==> config.mk <==
export PLATFORM = sky130hd
export DESIGN_NAME = rx_pcs
export DESIGN_NICKNAME = d
export VERILOG_FILES = /design/src/rx_pcs_pkg.sv /design/src/block_lock.sv /design/src/descrambler.sv /design/src/decode_6466b.sv /design/src/rx_pcs.sv
export SDC_FILE = /design/constraint.sdc
export NUM_CORES = 1
export LEC_CHECK = 0
export BUFFER_PORTS_ARGS = -buffer_cell sky130_fd_sc_hd__buf_2
export CAP_MARGIN = 15
export CORE_MARGIN = 3
export CORE_UTILIZATION = 50
export CTS_CLUSTER_DIAMETER = 150
export CTS_CLUSTER_SIZE = 25
export DETAILED_ROUTE_END_ITERATION = 16
export PLACE_DENSITY = 0.84
export SYNTH_ARGS = -nofsm -noshare
export SYNTH_HDL_FRONTEND = slang
export SYNTH_HIERARCHICAL = 1
export SYNTH_SLANG_ARGS = --single-unit
export TNS_END_PERCENT = 1
==> constraint.sdc <==
create_clock -name xver_rx_clk -period 2.8 [get_ports xver_rx_clk]
set_input_delay 0.28 -clock xver_rx_clk [delete_from_list [all_inputs] [get_ports xver_rx_clk]]
set_output_delay 0.28 -clock xver_rx_clk [all_outputs]
set_load 0.03 [all_outputs]
==> src/rx_pcs_pkg.sv <==
`default_nettype none

package rx_pcs_pkg;

    // transceiver and xgmii word size
    localparam int DATA_WIDTH = 32;
    localparam int DATA_NBYTES = DATA_WIDTH / 8;

    // sync headers, as seen in the 2-bit header field
    localparam logic [1:0] SYNC_DATA = 2'b01;
    localparam logic [1:0] SYNC_CTRL = 2'b10;

    // block type field, first payload byte of a control block
    localparam logic [7:0] BT_CTRL = 8'h1e;
    localparam logic [7:0] BT_START = 8'h78;
    localparam logic [7:0] BT_TERM0 = 8'h87;
    localparam logic [7:0] BT_TERM1 = 8'h99;
    localparam logic [7:0] BT_TERM2 = 8'haa;
    localparam logic [7:0] BT_TERM3 = 8'hb4;
    localparam logic [7:0] BT_TERM4 = 8'hcc;
    localparam logic [7:0] BT_TERM5 = 8'hd2;
    localparam logic [7:0] BT_TERM6 = 8'he1;
    localparam logic [7:0] BT_TERM7 = 8'hff;

    // xgmii control characters
    localparam logic [7:0] RS_IDLE = 8'h07;
    localparam logic [7:0] RS_START = 8'hfb;
    localparam logic [7:0] RS_TERM = 8'hfd;
    localparam logic [7:0] RS_ERROR = 8'hfe;

    // 7-bit pcs control codes
    localparam logic [6:0] PCS_IDLE = 7'h00;
    localparam logic [6:0] PCS_ERROR = 7'h1e;

    // descrambler polynomial x^58 + x^39 + 1
    localparam int SCR_LEN = 58;
    localparam int SCR_TAP = 39;

    // block lock thresholds
    localparam int LOCK_GOOD_COUNT = 64;
    localparam int LOCK_BAD_LIMIT = 16;
    localparam int LOCK_WINDOW = 64;
    localparam int SLIP_WAIT = 4;

    // counter widths for the lock fsm
    localparam int GOOD_CNT_W = $clog2(LOCK_GOOD_COUNT);
    localparam int BAD_CNT_W = $clog2(LOCK_BAD_LIMIT);
    localparam int WIN_CNT_W = $clog2(LOCK_WINDOW);
    localparam int WAIT_CNT_W = $clog2(SLIP_WAIT + 1);

    // one gearbox word
    // header and header_valid only mean something on the first word of a block
    typedef struct packed {
        logic [DATA_WIDTH-1:0] data;
        logic [1:0] header;
        logic data_valid;
        logic header_valid;
    } xver_word_t;

    // one xgmii word, lane 0 in the low byte
    typedef struct packed {
        logic [DATA_WIDTH-1:0] data;
        logic [DATA_NBYTES-1:0] ctl;
        logic valid;
    } xgmii_word_t;

endpackage

`default_nettype wire

==> src/block_lock.sv <==
`timescale 1ns/1ps
`default_nettype none

module block_lock (
    input wire i_clk,
    input wire i_reset,
    input wire [1:0] i_header,
    input wire i_header_valid,
    output logic o_slip,
    output logic o_block_lock
);

    logic hdr_ok;
    logic good_done;
    logic bad_done;
    logic win_done;
    logic [rx_pcs_pkg::GOOD_CNT_W-1:0] good_cnt;
    logic [rx_pcs_pkg::BAD_CNT_W-1:0] bad_cnt;
    logic [rx_pcs_pkg::WIN_CNT_W-1:0] win_cnt;
    logic [rx_pcs_pkg::WAIT_CNT_W-1:0] wait_cnt;

    // only 01 and 10 are legal sync headers
    assign hdr_ok = (i_header == rx_pcs_pkg::SYNC_DATA) || (i_header == rx_pcs_pkg::SYNC_CTRL);

    // last good header before lock
    assign good_done = good_cnt == rx_pcs_pkg::GOOD_CNT_W'(rx_pcs_pkg::LOCK_GOOD_COUNT - 1);
    // this bad header reaches the limit
    assign bad_done = bad_cnt == rx_pcs_pkg::BAD_CNT_W'(rx_pcs_pkg::LOCK_BAD_LIMIT - 1);
    // last header of the window
    assign win_done = win_cnt == rx_pcs_pkg::WIN_CNT_W'(rx_pcs_pkg::LOCK_WINDOW - 1);

    always_ff @(posedge i_clk) begin
        if (i_reset) begin
            o_slip <= 1'b0;
            o_block_lock <= 1'b0;
            good_cnt <= '0;
            bad_cnt <= '0;
            win_cnt <= '0;
            wait_cnt <= '0;
        end else begin
            // slip is a one cycle pulse
            o_slip <= 1'b0;
            if (i_header_valid) begin
                if (wait_cnt != '0) begin
                    // gearbox still settling after a slip
                    wait_cnt <= wait_cnt - 1'b1;
                end else if (!o_block_lock) begin
                    // hunting
                    if (!hdr_ok) begin
                        good_cnt <= '0;
                        o_slip <= 1'b1;
                        wait_cnt <= rx_pcs_pkg::WAIT_CNT_W'(rx_pcs_pkg::SLIP_WAIT);
                    end else if (good_done) begin
                        o_block_lock <= 1'b1;
                        good_cnt <= '0;
                        bad_cnt <= '0;
                        win_cnt <= '0;
                    end else begin
                        good_cnt <= good_cnt + 1'b1;
                    end
                end else if (!hdr_ok && bad_done) begin
                    // too many bad headers in this window, back to hunting
                    o_block_lock <= 1'b0;
                    o_slip <= 1'b1;
                    wait_cnt <= rx_pcs_pkg::WAIT_CNT_W'(rx_pcs_pkg::SLIP_WAIT);
                    good_cnt <= '0;
                end else if (win_done) begin
                    // new window starts clean
                    win_cnt <= '0;
                    bad_cnt <= '0;
                end else begin
                    win_cnt <= win_cnt + 1'b1;
                    if (!hdr_ok) begin
                        bad_cnt <= bad_cnt + 1'b1;
                    end
                end
            end
        end
    end

endmodule

`default_nettype wire

==> src/descrambler.sv <==
`timescale 1ns/1ps
`default_nettype none

module descrambler (
    input wire i_clk,
    input wire i_reset,
    input wire rx_pcs_pkg::xver_word_t i_word,
    output rx_pcs_pkg::xver_word_t o_word
);

    // last SCR_LEN scrambled bits, newest at the top
    logic [rx_pcs_pkg::SCR_LEN-1:0] history;
    // history followed by the current word, bit i of the word at SCR_LEN + i
    logic [rx_pcs_pkg::SCR_LEN+rx_pcs_pkg::DATA_WIDTH-1:0] stream;
    logic [rx_pcs_pkg::DATA_WIDTH-1:0] plain;

    assign stream = {i_word.data, history};

    // each bit xor the bits 39 and 58 back in the received stream
    // taps inside the current word come straight from the input
    assign plain = i_word.data
        ^ stream[rx_pcs_pkg::SCR_LEN-rx_pcs_pkg::SCR_TAP +: rx_pcs_pkg::DATA_WIDTH]
        ^ stream[0 +: rx_pcs_pkg::DATA_WIDTH];

    always_ff @(posedge i_clk) begin
        if (i_reset) begin
            history <= '0;
            o_word.data_valid <= 1'b0;
            o_word.header_valid <= 1'b0;
        end else begin
            // advance only on real words, hold through gaps
            if (i_word.data_valid) begin
                history <= stream[rx_pcs_pkg::DATA_WIDTH +: rx_pcs_pkg::SCR_LEN];
            end
            o_word.data_valid <= i_word.data_valid;
            o_word.header_valid <= i_word.header_valid;
        end
        // header is never scrambled
        o_word.data <= plain;
        o_word.header <= i_word.header;
    end

endmodule

`default_nettype wire

==> src/decode_6466b.sv <==
`timescale 1ns/1ps
`default_nettype none

module decode_6466b (
    input wire i_clk,
    input wire i_reset,
    input wire rx_pcs_pkg::xver_word_t i_word,
    output rx_pcs_pkg::xgmii_word_t o_word
);

    // header and type of the block in flight
    logic [1:0] blk_hdr;
    logic [7:0] blk_type;
    logic [1:0] cur_hdr;
    logic [7:0] cur_type;
    logic second;
    logic [rx_pcs_pkg::DATA_WIDTH-1:0] dec_data;
    logic [rx_pcs_pkg::DATA_NBYTES-1:0] dec_ctl;

    // 7-bit control code to xgmii character
    function automatic logic [7:0] ctrl_char(input logic [6:0] code);
        logic [7:0] ch;
        case (code)
            rx_pcs_pkg::PCS_IDLE: ch = rx_pcs_pkg::RS_IDLE;
            rx_pcs_pkg::PCS_ERROR: ch = rx_pcs_pkg::RS_ERROR;
            // reserved codes
            default: ch = rx_pcs_pkg::RS_ERROR;
        endcase
        return ch;
    endfunction

    // terminate types, returns {found, lane of the terminate}
    function automatic logic [3:0] term_pos(input logic [7:0] btype);
        logic [3:0] pos;
        case (btype)
            rx_pcs_pkg::BT_TERM0: pos = {1'b1, 3'd0};
            rx_pcs_pkg::BT_TERM1: pos = {1'b1, 3'd1};
            rx_pcs_pkg::BT_TERM2: pos = {1'b1, 3'd2};
            rx_pcs_pkg::BT_TERM3: pos = {1'b1, 3'd3};
            rx_pcs_pkg::BT_TERM4: pos = {1'b1, 3'd4};
            rx_pcs_pkg::BT_TERM5: pos = {1'b1, 3'd5};
            rx_pcs_pkg::BT_TERM6: pos = {1'b1, 3'd6};
            rx_pcs_pkg::BT_TERM7: pos = {1'b1, 3'd7};
            default: pos = 4'h0;
        endcase
        return pos;
    endfunction

    // one lane of the block, lane 0..7, returns {ctl, character}
    function automatic logic [8:0] decode_lane(
        input logic [1:0] hdr,
        input logic [7:0] btype,
        input logic [2:0] lane,
        input logic [rx_pcs_pkg::DATA_WIDTH-1:0] word
    );
        logic [1:0] j;
        logic [3:0] term;
        logic [6:0] code;
        logic [8:0] res;
        j = lane[1:0];
        term = term_pos(btype);
        // control codes sit 7 bits apart after the type byte
        if (!lane[2]) begin
            if (j == 2'd3) begin
                // only the low 3 bits of code 3 are in word one
                // still enough to tell IDLE from ERROR
                code = {4'b0000, word[rx_pcs_pkg::DATA_WIDTH-1 -: 3]};
            end else begin
                code = word[8 + 7*j +: 7];
            end
        end else begin
            // codes 4..7 start 4 bits into word two
            code = word[4 + 7*j +: 7];
        end
        // bad header or unknown type
        res = {1'b1, rx_pcs_pkg::RS_ERROR};
        if (hdr == rx_pcs_pkg::SYNC_DATA) begin
            res = {1'b0, word[8*j +: 8]};
        end else if (hdr == rx_pcs_pkg::SYNC_CTRL) begin
            if (btype == rx_pcs_pkg::BT_CTRL) begin
                res = {1'b1, ctrl_char(code)};
            end else if (btype == rx_pcs_pkg::BT_START) begin
                // start replaces the type byte, data lanes line up with the words
                if (lane == 3'd0) begin
                    res = {1'b1, rx_pcs_pkg::RS_START};
                end else begin
                    res = {1'b0, word[8*j +: 8]};
                end
            end else if (term[3]) begin
                if (lane == term[2:0]) begin
                    res = {1'b1, rx_pcs_pkg::RS_TERM};
                end else if (lane > term[2:0]) begin
                    res = {1'b1, rx_pcs_pkg::RS_IDLE};
                end else if (lane != 3'd3) begin
                    // data byte n follows the type byte, one byte up
                    res = {1'b0, word[8*(j+1) +: 8]};
                end
                // D3 of T4..T7 only arrives with word two, flagged as error
            end
        end
        return res;
    endfunction

    // first word decodes from its own header, second from the latched one
    assign second = !i_word.header_valid;
    assign cur_hdr = i_word.header_valid ? i_word.header : blk_hdr;
    assign cur_type = i_word.header_valid ? i_word.data[7:0] : blk_type;

    always_comb begin
        for (int j = 0; j < rx_pcs_pkg::DATA_NBYTES; j++) begin
            {dec_ctl[j], dec_data[8*j +: 8]} =
                decode_lane(cur_hdr, cur_type, {second, 2'(j)}, i_word.data);
        end
    end

    always_ff @(posedge i_clk) begin
        if (i_reset) begin
            // second word without a first decodes as error
            blk_hdr <= 2'b00;
            o_word.valid <= 1'b0;
        end else begin
            if (i_word.header_valid) begin
                blk_hdr <= i_word.header;
            end
            o_word.valid <= i_word.data_valid;
        end
        if (i_word.header_valid) begin
            blk_type <= i_word.data[7:0];
        end
        // output holds through gaps
        if (i_word.data_valid) begin
            o_word.data <= dec_data;
            o_word.ctl <= dec_ctl;
        end
    end

endmodule

`default_nettype wire

==> src/rx_pcs.sv <==
`timescale 1ns/1ps
`default_nettype none

module rx_pcs (
    input wire xver_rx_clk,
    input wire rx_reset,
    // from the external gearbox
    input wire rx_pcs_pkg::xver_word_t i_xver_rx,
    output logic o_xver_rx_gearbox_slip,
    output logic o_block_lock,
    // to the mac
    output rx_pcs_pkg::xgmii_word_t o_xgmii_rx,
    output logic [rx_pcs_pkg::DATA_NBYTES-1:0] o_term_loc
);

    rx_pcs_pkg::xver_word_t desc_word;
    rx_pcs_pkg::xgmii_word_t dec_word;
    logic [rx_pcs_pkg::DATA_NBYTES-1:0] term_mask;

    // sync header lock, drives the gearbox slip
    block_lock block_lock_i (
        .i_clk(xver_rx_clk),
        .i_reset(rx_reset),
        .i_header(i_xver_rx.header),
        .i_header_valid(i_xver_rx.header_valid),
        .o_slip(o_xver_rx_gearbox_slip),
        .o_block_lock(o_block_lock)
    );

    // one cycle, header and strobes ride along
    descrambler descrambler_i (
        .i_clk(xver_rx_clk),
        .i_reset(rx_reset),
        .i_word(i_xver_rx),
        .o_word(desc_word)
    );

    // one cycle, half a block per word
    decode_6466b decode_6466b_i (
        .i_clk(xver_rx_clk),
        .i_reset(rx_reset),
        .i_word(desc_word),
        .o_word(dec_word)
    );

    // terminate lane worked out here so the mac gets it registered
    always_comb begin
        for (int i = 0; i < rx_pcs_pkg::DATA_NBYTES; i++) begin
            term_mask[i] = dec_word.valid && dec_word.ctl[i]
                && (dec_word.data[8*i +: 8] == rx_pcs_pkg::RS_TERM);
        end
    end

    // output register, third pipeline stage
    always_ff @(posedge xver_rx_clk) begin
        if (rx_reset) begin
            o_xgmii_rx <= '0;
            o_term_loc <= '0;
        end else begin
            o_xgmii_rx <= dec_word;
            o_term_loc <= term_mask;
        end
    end

endmodule

`default_nettype wire

# Yosys cells after proc, flatten, opt, wreduce, memory -nomap -nowiden
# Index checks and enable logic that the tools add are counted.
dict set report word_totals {
  register_bits 203
  out_inout_bits 43
  wordCells 154
  input_bits 38
}
dict set report op_classes {
  add_sub_neg 4
  mux 67
  reduce_logical 25
  order_cmp 4
  n_eq_ne 30
  bitwise_logic 4
}
# op n
set ops {}
lappend ops {{$mux 9} 26}
lappend ops {{$eq 8x8->1 const B} 12}
lappend ops {{$mux 8} 9}
lappend ops {{$xor 32x32->32} 2}
lappend ops {{$mux 6} 9}
lappend ops {{$pmux 4 s8} 1}
lappend ops {{$logic_not 7->1} 4}
lappend ops {{$mux 7} 4}
lappend ops {{$mux 4} 6}
lappend ops {{$add 6x1->6 const B} 2}
lappend ops {{$eq 3x3->1} 4}
lappend ops {{$eq 6x6->1 const B} 2}
lappend ops {{$gt 3x3->1} 4}
lappend ops {{$mux 3} 4}
lappend ops {{$logic_and 1x1->1} 9}
lappend ops {{$eq 8x5->1 const B} 1}
lappend ops {{$eq 8x7->1 const B} 1}
lappend ops {{$mux 1} 7}
lappend ops {{$ne 3x3->1 const B} 2}
lappend ops {{$reduce_and 3->1} 2}
lappend ops {{$reduce_and 6->1} 1}
lappend ops {{$reduce_and 5->1} 1}
lappend ops {{$add 4x1->4 const B} 1}
lappend ops {{$eq 2x1->1 const B} 2}
lappend ops {{13 further kinds} 18}

# Logic depth before layout (Yosys ltp)
# Gate-level depths: netlist of run 1.
dict set report logic_depth {
  depth_word 11
  mapped_depth 13
  depth_no_buf 10
}

# Modules after synthesis
# The synthesis of run 1 kept the hierarchy.
# module area_per_inst_um2 seq_area_each_um2 instances cells_per_inst
set modules_own_cells {}
lappend modules_own_cells {descrambler 3348.2 1881.8 1 290}
lappend modules_own_cells {decode_6466b 3079.2 1301.2 1 263}
lappend modules_own_cells {block_lock 1214.9 420.4 1 146}
lappend modules_own_cells {rx_pcs 1194.9 820.8 1 98}

# Worst setup path before layout of run 1
# No wires, ideal clock.
dict set report synth_path {
  kind {reg2reg}
  start {register descrambler_i/o_word[0] in the netlist's numbering}
  end {register decode_6466b_i/o_word[24] in the netlist's numbering (data pin)}
  period_less_slack_ns 2.853
  arrival_time_ns 2.595
  setup_time_ns 0.258
  n_path_buf 1
  t_required_ns 2.542
  stages_incl_launch_ff 12
  setup_slack_ns -0.053
  cell_sequence {dfxtp_1 -> buf_6 -> and3b_2 -> o22ai_1 -> o32a_1 -> nand2_1 -> inv_1 -> ha_1 -> inv_1 -> o31ai_1 -> nor2_1 -> o221a_1}
}
dict set report synth_via {
  elab_chain_len 11
  word_cells_on_any_way 28
  classes_between {order compare: 1; eq/ne: 13; mux: 12; reduce/logical: 2}
}
# element line
set synth_rtl {}
lappend synth_rtl {{start: declaration} descrambler.sv:8} ;# output rx_pcs_pkg::xver_word_t o_word
lappend synth_rtl {{$mux 8} decode_6466b.sv:107} ;# assign cur_type = i_word.header_valid ? i_word.data[7:0] : blk_type;
lappend synth_rtl {{$eq 8x8->1} decode_6466b.sv:35} ;# case (btype)
lappend synth_rtl {{$pmux 4 s8} decode_6466b.sv:35}
lappend synth_rtl {{$gt 3x3->1} decode_6466b.sv:92} ;# end else if (lane > term[2:0]) begin
lappend synth_rtl {{$mux 9} decode_6466b.sv:92}
lappend synth_rtl {{$mux 9} decode_6466b.sv:90} ;# if (lane == term[2:0]) begin
lappend synth_rtl {{$mux 9} decode_6466b.sv:89} ;# end else if (term[3]) begin
lappend synth_rtl {{$mux 9} decode_6466b.sv:82} ;# end else if (btype == rx_pcs_pkg::BT_START) begin
lappend synth_rtl {{$mux 9} decode_6466b.sv:80} ;# if (btype == rx_pcs_pkg::BT_CTRL) begin
lappend synth_rtl {{$mux 9} decode_6466b.sv:79} ;# end else if (hdr == rx_pcs_pkg::SYNC_CTRL) begin
lappend synth_rtl {{$mux 8 (*)} decode_6466b.sv:77} ;# if (hdr == rx_pcs_pkg::SYNC_DATA) begin
lappend synth_rtl {{via decode_6466b_i.dec_data (one bit)} decode_6466b.sv:17} ;# logic [rx_pcs_pkg::DATA_WIDTH-1:0] dec_data;
lappend synth_rtl {{end: declaration} decode_6466b.sv:8} ;# output rx_pcs_pkg::xgmii_word_t o_word
# Mark *: on every way through the listed nets, which the timed path passes. The rest lies on a longest branch.
# A chain may end at the register's enable or synchronous reset.

# Final worst setup path of run 1
dict set report layout_path {
  start {register descrambler_i/o_word[0] in the netlist's numbering}
  end {register decode_6466b_i/o_word[15] in the netlist's numbering (data pin)}
}
# The elaborated chain is that of the path after synthesis.

==> results.sh, run 1 <==
export IMPL_status="finished, final reports clean"
export IMPL_crit_arrival_ns=2.92
export IMPL_worstReg2RegEnd="decode_6466b_i/o_word[15]"
export IMPL_whs_endpoint="descrambler_i/history[55]"
export IMPL_dp_cells=1104
export IMPL_syn2layout_area_growth_pct=13.9
export IMPL_vias_per_cell=5.57
export IMPL_min_path_type="input port to flip-flop"
export IMPL_drt_pass1_iterations=5
export IMPL_switchingPower_mw=1.58
export IMPL_fin_crit_ns=2.70
export IMPL_crit_slowest_cell="dfxtp_4"
export IMPL_path_max_fanout=6
export IMPL_setup_violations=0
export IMPL_hold_depth=3
export IMPL_utilization_pct=59.5
export IMPL_cts_path_max_buffers=3
export IMPL_layout_worst_path_cycle_share_pct=96.4
export IMPL_setup_tns_final_ns=0
export IMPL_worstHoldStart="i_xver_rx[33]"
export IMPL_hold_viol=0
export IMPL_drive_gt1_share_pct=21.7
export IMPL_io_buffers=80
export IMPL_powerDensity_nw_per_um2=597
export IMPL_fin_cells=1126
export IMPL_end_kind="flip-flop"
export IMPL_grt_pass1_wl_mm=30.0
export IMPL_routed_wl_mm=18.5
export IMPL_syn_inst=797
export IMPL_n_antenna_cell=0
export IMPL_swShare_pct=26.3
export IMPL_timing_critical_path_mode_cell="buf_4"
export IMPL_overflow=0
export IMPL_place_congestion=0.967
export IMPL_clk_pin_slew_worst_paths_ns=0.10
export IMPL_worstReg2RegStart="descrambler_i/o_word[0]"
export IMPL_final_setup_skew_ns=0.0186
export IMPL_seq_area_frac_synth_pct=50.1
export IMPL_syn_num_nets=841
export IMPL_vdd_ir_drop_max_uv=537
export IMPL_cap_violations=0
export IMPL_yosysWarnings=6
export IMPL_layout_setup_ws_ns=0.0995
export IMPL_max_slew_margin_pct=36.4
export IMPL_syn_cell_area_sq_um=8840
export IMPL_cp_required_ns=3.02
export IMPL_yosys_register_bits=203
export IMPL_seq_area_sq_um=4430
export IMPL_core_area_sq_um=16900
export IMPL_ant_nets=0
export IMPL_fp_dieH_um=139
export IMPL_die_w_um=139
export IMPL_crit_start="descrambler_i/o_word[0]"
export IMPL_grt_antenna_before_repair=0
export IMPL_cts_root_buf="clkbuf_16"
export IMPL_rows=47
export IMPL_cts_tree="built"
export IMPL_r2r_cells=13
export IMPL_dpl_worst_slack_ns=-0.0858
export IMPL_synth_async_sr_flop_share_pct=0
export IMPL_seqPwrFrac_pct=55.8
export IMPL_tightestPinTransition_ns=0.955
export IMPL_initial_core_util_pct=52.2
export IMPL_path_cells="buf_4, and3b_2, buf_4, o22ai_4, o22a_1, nand2_1, inv_1, ha_4, buf_4, a31oi_4, nand3_2, buf_4, o22a_1"
export IMPL_dp_hpwl_mm=13.7
export IMPL_cts_made_buffers=12
export IMPL_r2r_slack_ns=0.1
export IMPL_final_cell_mix="164 x dfxtp_1, 80 x nor2_1, 78 x buf_2"
export IMPL_final_common_cell="dfxtp_1"
export IMPL_vias=6275
export IMPL_wl_per_cell_um=16.4
export IMPL_final_area_sq_um=10100
export IMPL_cp_buffers_inverters=5
export IMPL_multi_input_area_sq_um=4160
export IMPL_avgSynthCellArea_sq_um=11.1
export IMPL_first_iter_violations=482
export IMPL_pwr_share_comb_pct=14.3
export IMPL_leakage_nw=3.83
export IMPL_yosys_most_used_dff="dfxtp_1"
export IMPL_grt_max_degree=69
export IMPL_htreeDepth=1
export IMPL_maxSlewViolCount=0
export IMPL_clock_latency_ns=0.46
export IMPL_startpoint_type="flip-flop"
export IMPL_track_usage_pct=18.3
export IMPL_synth_cell_types=86
export IMPL_synth_edf_count=36
export IMPL_dieArea_sq_um=19300
export IMPL_fillers=1418
export IMPL_nets=946
export IMPL_pwr_share_clk_pct=29.9
export IMPL_fmax_ghz=0.370
export IMPL_p_int_mw=4.43
export IMPL_slowest_delay_ns=0.39
export IMPL_drcViolationCount=0
export IMPL_first_global_vias=6028
export IMPL_place_area_sq_um=9590
export IMPL_crit_type="flip-flop to flip-flop"
export IMPL_rsz0062_at_grt="no"
export IMPL_crit_family="compound AO/OA/AOI/OAI gates"
export IMPL_io_pins=81
export IMPL_cts_sinks=203
-- timing repair --
action                                  4_1_cts  5_1_grt
hold buffers                                  2        0
endpoints found under the setup margin       12       26
resized for setup                             1       17
pin swaps                                     0        5
endpoints found under the hold margin         2        0
buffers inserted                              0        2
-- registers in the layout (all words and copies together) (netlist names), 6 cells and up --
| register | flops |
|---|---|
| block_lock_i/good_cnt | 6 |
| block_lock_i/win_cnt | 6 |
| decode_6466b_i/blk_type | 8 |
| decode_6466b_i/o_word | 37 |
| descrambler_i/history | 58 |
| descrambler_i/o_word | 36 |
| o_xgmii_rx | 37 |
-- worst reg2reg max path: cells and delay by family, from the launching register on --
family          cells  cell delay [ns]
compound gates      4             0.76
buf+inv             5             0.70
flops               1             0.39
fa+ha+maj           1             0.21
simple gates        3             0.41
-- Yosys cell counts (6+ instances only) --
cell | n | area, sq um
edfxtp_1 | 36 | 1080
mux2_2 | 7 | 78.8
a211oi_1 | 6 | 45.0
nand4_1 | 13 | 81.3
o31ai_1 | 6 | 45.0
and3_1 | 7 | 43.8
buf_6 | 9 | 101
buf_4 | 6 | 45.0
inv_1 | 17 | 63.8
nor3b_2 | 6 | 75.1
ha_1 | 6 | 75.1
mux2i_1 | 59 | 591
nand2_1 | 22 | 82.6
o21ai_0 | 12 | 60.1
nor2_1 | 80 | 300
and3b_1 | 7 | 61.3
a21oi_1 | 17 | 85.1
clkbuf_1 | 14 | 52.6
nor2b_1 | 47 | 294
nand4b_1 | 8 | 70.1
nand2b_1 | 8 | 50.1
xnor2_1 | 65 | 569
and2_1 | 7 | 43.8
nor3_1 | 10 | 50.1
o22ai_1 | 7 | 43.8
dfxtp_1 | 167 | 3340
o221a_1 | 16 | 180
nand3_1 | 17 | 85.1
-- area by class of cell --
class                      instances  share of cell area [%]
timing repair buffer             125                    7.63
inverter                          18                   0.671
clock buffer                      17                    3.38
sequential                       203                    44.0
tap                              220                    2.73
clock inverter                     1                   0.298
multi-input combinational        542                    41.3
-- per-layer routing --
metal	vias up	GRT usage, %	wire, um
li1	3083	-	-
met1	2935	25.7	8330
met2	230	30.1	8550
met3	27	2.76	1240
met4	0	3.91	338
met5	-	0	0
-- worst max path at each step --
| stage | end | slack (ns) | cells past startpoint |
|---|---|---|---|
| floorplan | decode_6466b_i/o_word[27] | 0.06 | 11 |
| global placement | decode_6466b_i/o_word[23] | 0.02 | 11 |
| detailed placement | decode_6466b_i/o_word[36] | -0.09 | 11 |
| CTS | decode_6466b_i/o_word[36] | 0.009 | 11 |
| global route | decode_6466b_i/o_word[15] | 0.02 | 13 |
| finish | decode_6466b_i/o_word[15] | 0.1 | 13 |
-- power by group through the flow --
stage	clock network, mW	registers, mW	logic (mW)
3_5_place_dp	0	3.41	0.827
3_3_place_gp	0	3.40	0.814
2_1_floorplan	0	3.40	0.531
4_1_cts	1.85	3.34	0.832
6_report	1.80	3.35	0.861
5_1_grt	1.95	3.37	0.928
-- per-stage QoR --
stage                     power, mW  hold WS, ns
after detailed placement       4.23        0.442
final                          6.01       0.0789
after floorplan                3.93        0.308
after global routing           6.24       0.0793
after CTS                      6.02       0.0657
after global placement         4.22        0.430
-- kinds of logic (layout without fill, tap and decap cells) --
family / Yosys count / in the layout / share of synthesized area (%)
adders and majority gates: 6 / 6 / 0.849
muxes: 66 / 66 / 7.57
buffers and inverters: 52 / 161 / 3.58
and+or+nand+nor: 272 / 272 / 17.8
AOI/OAI and AO/OA: 132 / 132 / 13.5
DFF: 203 / 203 / 50.1
xor gates and xnor gates: 66 / 66 / 6.63
(Power assumes the default switching activity.)
==> run 2: changes to the inputs <==
==> constraint.sdc (replaced) <==
create_clock -name xver_rx_clk -period 2.2 [get_ports xver_rx_clk]
set_input_delay 0.22 -clock xver_rx_clk [delete_from_list [all_inputs] [get_ports xver_rx_clk]]
set_output_delay 0.22 -clock xver_rx_clk [all_outputs]
set_load 0.03 [all_outputs]
==> results.sh, run 2 (synthesized netlist as in run 1, its figures left out) <==
export IMPL_routed_wl_mm=19.5
export IMPL_grt_pass1_wl_mm=32.0
export IMPL_maxSlewViolCount=0
export IMPL_crit_slowest_cell="dfxtp_4"
export IMPL_final_common_cell="dfxtp_1"
export IMPL_setup_tns_final_ns=-11.48
export IMPL_die_w_um=139
export IMPL_drive_gt1_share_pct=28.3
export IMPL_max_slew_margin_pct=42.8
export IMPL_htreeDepth=1
export IMPL_seq_area_sq_um=4430
export IMPL_io_buffers=80
export IMPL_rsz0062_at_grt="yes"
export IMPL_drcViolationCount=0
export IMPL_track_usage_pct=19.6
export IMPL_largestRegisters="descrambler_i/history x58, decode_6466b_i/o_word x37, o_xgmii_rx x37"
export IMPL_place_area_sq_um=10100
export IMPL_syn2layout_area_growth_pct=20.9
export IMPL_end_kind="flip-flop"
export IMPL_nets=1012
export IMPL_cts_path_max_buffers=3
export IMPL_crit_type="flip-flop to flip-flop"
export IMPL_fin_cells=1191
export IMPL_overflow=0
export IMPL_path_max_fanout=6
export IMPL_failed_checks="setup timing"
export IMPL_ant_nets=0
export IMPL_powerDensity_nw_per_um2=734
export IMPL_wl_per_cell_um=16.4
export IMPL_fin_crit_ns=2.62
export IMPL_drt_pass1_iterations=5
export IMPL_startpoint_type="flip-flop"
export IMPL_clock_latency_ns=0.47
export IMPL_multi_input_area_sq_um=4230
export IMPL_cap_violations=0
export IMPL_slowest_delay_ns=0.38
export IMPL_path_cells="buf_6, buf_6, nand3b_1, a22o_1, o22a_1, nand2_2, inv_2, ha_4, inv_6, o31ai_4, nor2_1, o221a_1"
export IMPL_place_congestion=0.990
export IMPL_dieArea_sq_um=19300
export IMPL_p_total_mw=7.84
export IMPL_vdd_ir_drop_max_uv=626
export IMPL_final_setup_skew_ns=0.0279
export IMPL_vias_per_cell=5.50
export IMPL_layout_setup_ws_ns=-0.416
export IMPL_cts_root_buf="clkbuf_16"
export IMPL_layout_worst_path_cycle_share_pct=119
export IMPL_largest_reg_flops=58
export IMPL_io_pins=81
export IMPL_first_global_vias=6386
export IMPL_dp_hpwl_mm=14.4
export IMPL_cts_tree="built"
export IMPL_cts_made_buffers=12
export IMPL_hold_viol=0
export IMPL_clk_pin_slew_worst_paths_ns=0.10
export IMPL_initial_core_util_pct=52.2
export IMPL_final_cell_mix="166 x dfxtp_1, 103 x buf_4, 79 x nor2_1"
export IMPL_fp_dieH_um=139
export IMPL_first_iter_violations=433
export IMPL_fillers=1329
export IMPL_vias=6554
export IMPL_grt_antenna_before_repair=0
export IMPL_min_path_type="input port to flip-flop"
export IMPL_leakage_nw=4.17
export IMPL_top_register="descrambler_i/history"
export IMPL_crit_arrival_ns=2.84
export IMPL_status="finished with violations"
export IMPL_tightestPinTransition_ns=0.854
export IMPL_n_antenna_cell=0
export IMPL_dpl_worst_slack_ns=-0.531
export IMPL_dp_cells=1165
export IMPL_final_area_sq_um=10700
export IMPL_cts_sinks=203
export IMPL_cp_required_ns=2.43
export IMPL_core_area_sq_um=16900
export IMPL_timing_critical_path_mode_cell="buf_6"
export IMPL_fmax_ghz=0.382
export IMPL_setup_violations=36
export IMPL_grt_max_degree=59
export IMPL_rows=47
-- run 2: cell types whose count changed in the layout (fill, tap and decap cells not counted), moves of 2 or more --
cell,previous run,this run
buf_4,42,103
a211oi_1,6,1
a211oi_2,0,5
buf_12,1,4
buf_6,2,4
dfxtp_1,164,166
dfxtp_2,2,0
inv_1,17,15
nor3b_2,4,6
-- run 2: layout make-up --
class	instances	area share, %
Timing Repair Buffer	191	12.3
Sequential cell	203	41.5
Multi-Input combinational cell	542	39.6
Clock buffer	16	3.15
Tap cell	220	2.58
Inverter	18	0.679
Clock inverter	1	0.281
-- run 2: worst paths after layout --
check / from / end / slack, ns / cells past startpoint
setup / recovery: descrambler_i/o_word[0] / decode_6466b_i/o_word[27] / -0.42 / 12
setup reg to reg: descrambler_i/o_word[0] / decode_6466b_i/o_word[27] / -0.42 / 12
hold reg to reg: decode_6466b_i/o_word[6] / o_term_loc[0] / 0.45 / 1
hold / removal: i_xver_rx[29] / descrambler_i/history[51] / 0.02 / 3
-- run 2: timing repair --
item,in CTS,in global routing
endpoints found under the setup margin,36,36
endpoints found under the hold margin,2,0
gates resized for setup,25,7
buffers inserted,7,0
pin swaps,19,7
hold buffers,2,0
-- run 2: power breakdown --
group	leakage [nW]	internal (mW)	switching, mW
Combinational	2.32	0.641	0.670
Sequential	1.67	4.02	0.207
Clock	0.175	1.11	1.19
Total	4.17	5.77	2.07
-- run 2: routing by layer --
layer	global-route usage, %	vias to the layer above	share of wire (%)
met5	0	-	0
met4	5.66	0	2.3
met3	2.93	29	5.6
met2	32.7	207	48
met1	26.7	3112	45
li1	-	3206	-
-- run 2: through the flow --
stage          utilization, %  hold slack [ns]
2_1_floorplan               -            0.248
3_3_place_gp             59.8            0.403
4_1_cts                  62.9          0.00755
5_1_grt                  63.1           0.0174
3_5_place_dp             59.8            0.404
6_report                 63.1           0.0159
-- run 2: worst max-delay path: cells and delay by family (launching register included) --
family	cells	cell delay, ns
AO/OA/AOI/OAI	4	0.96
flip-flops	1	0.38
AND/OR/NAND/NOR	3	0.36
buffers and inverters	4	0.34
adder cells (fa/ha/maj)	1	0.32
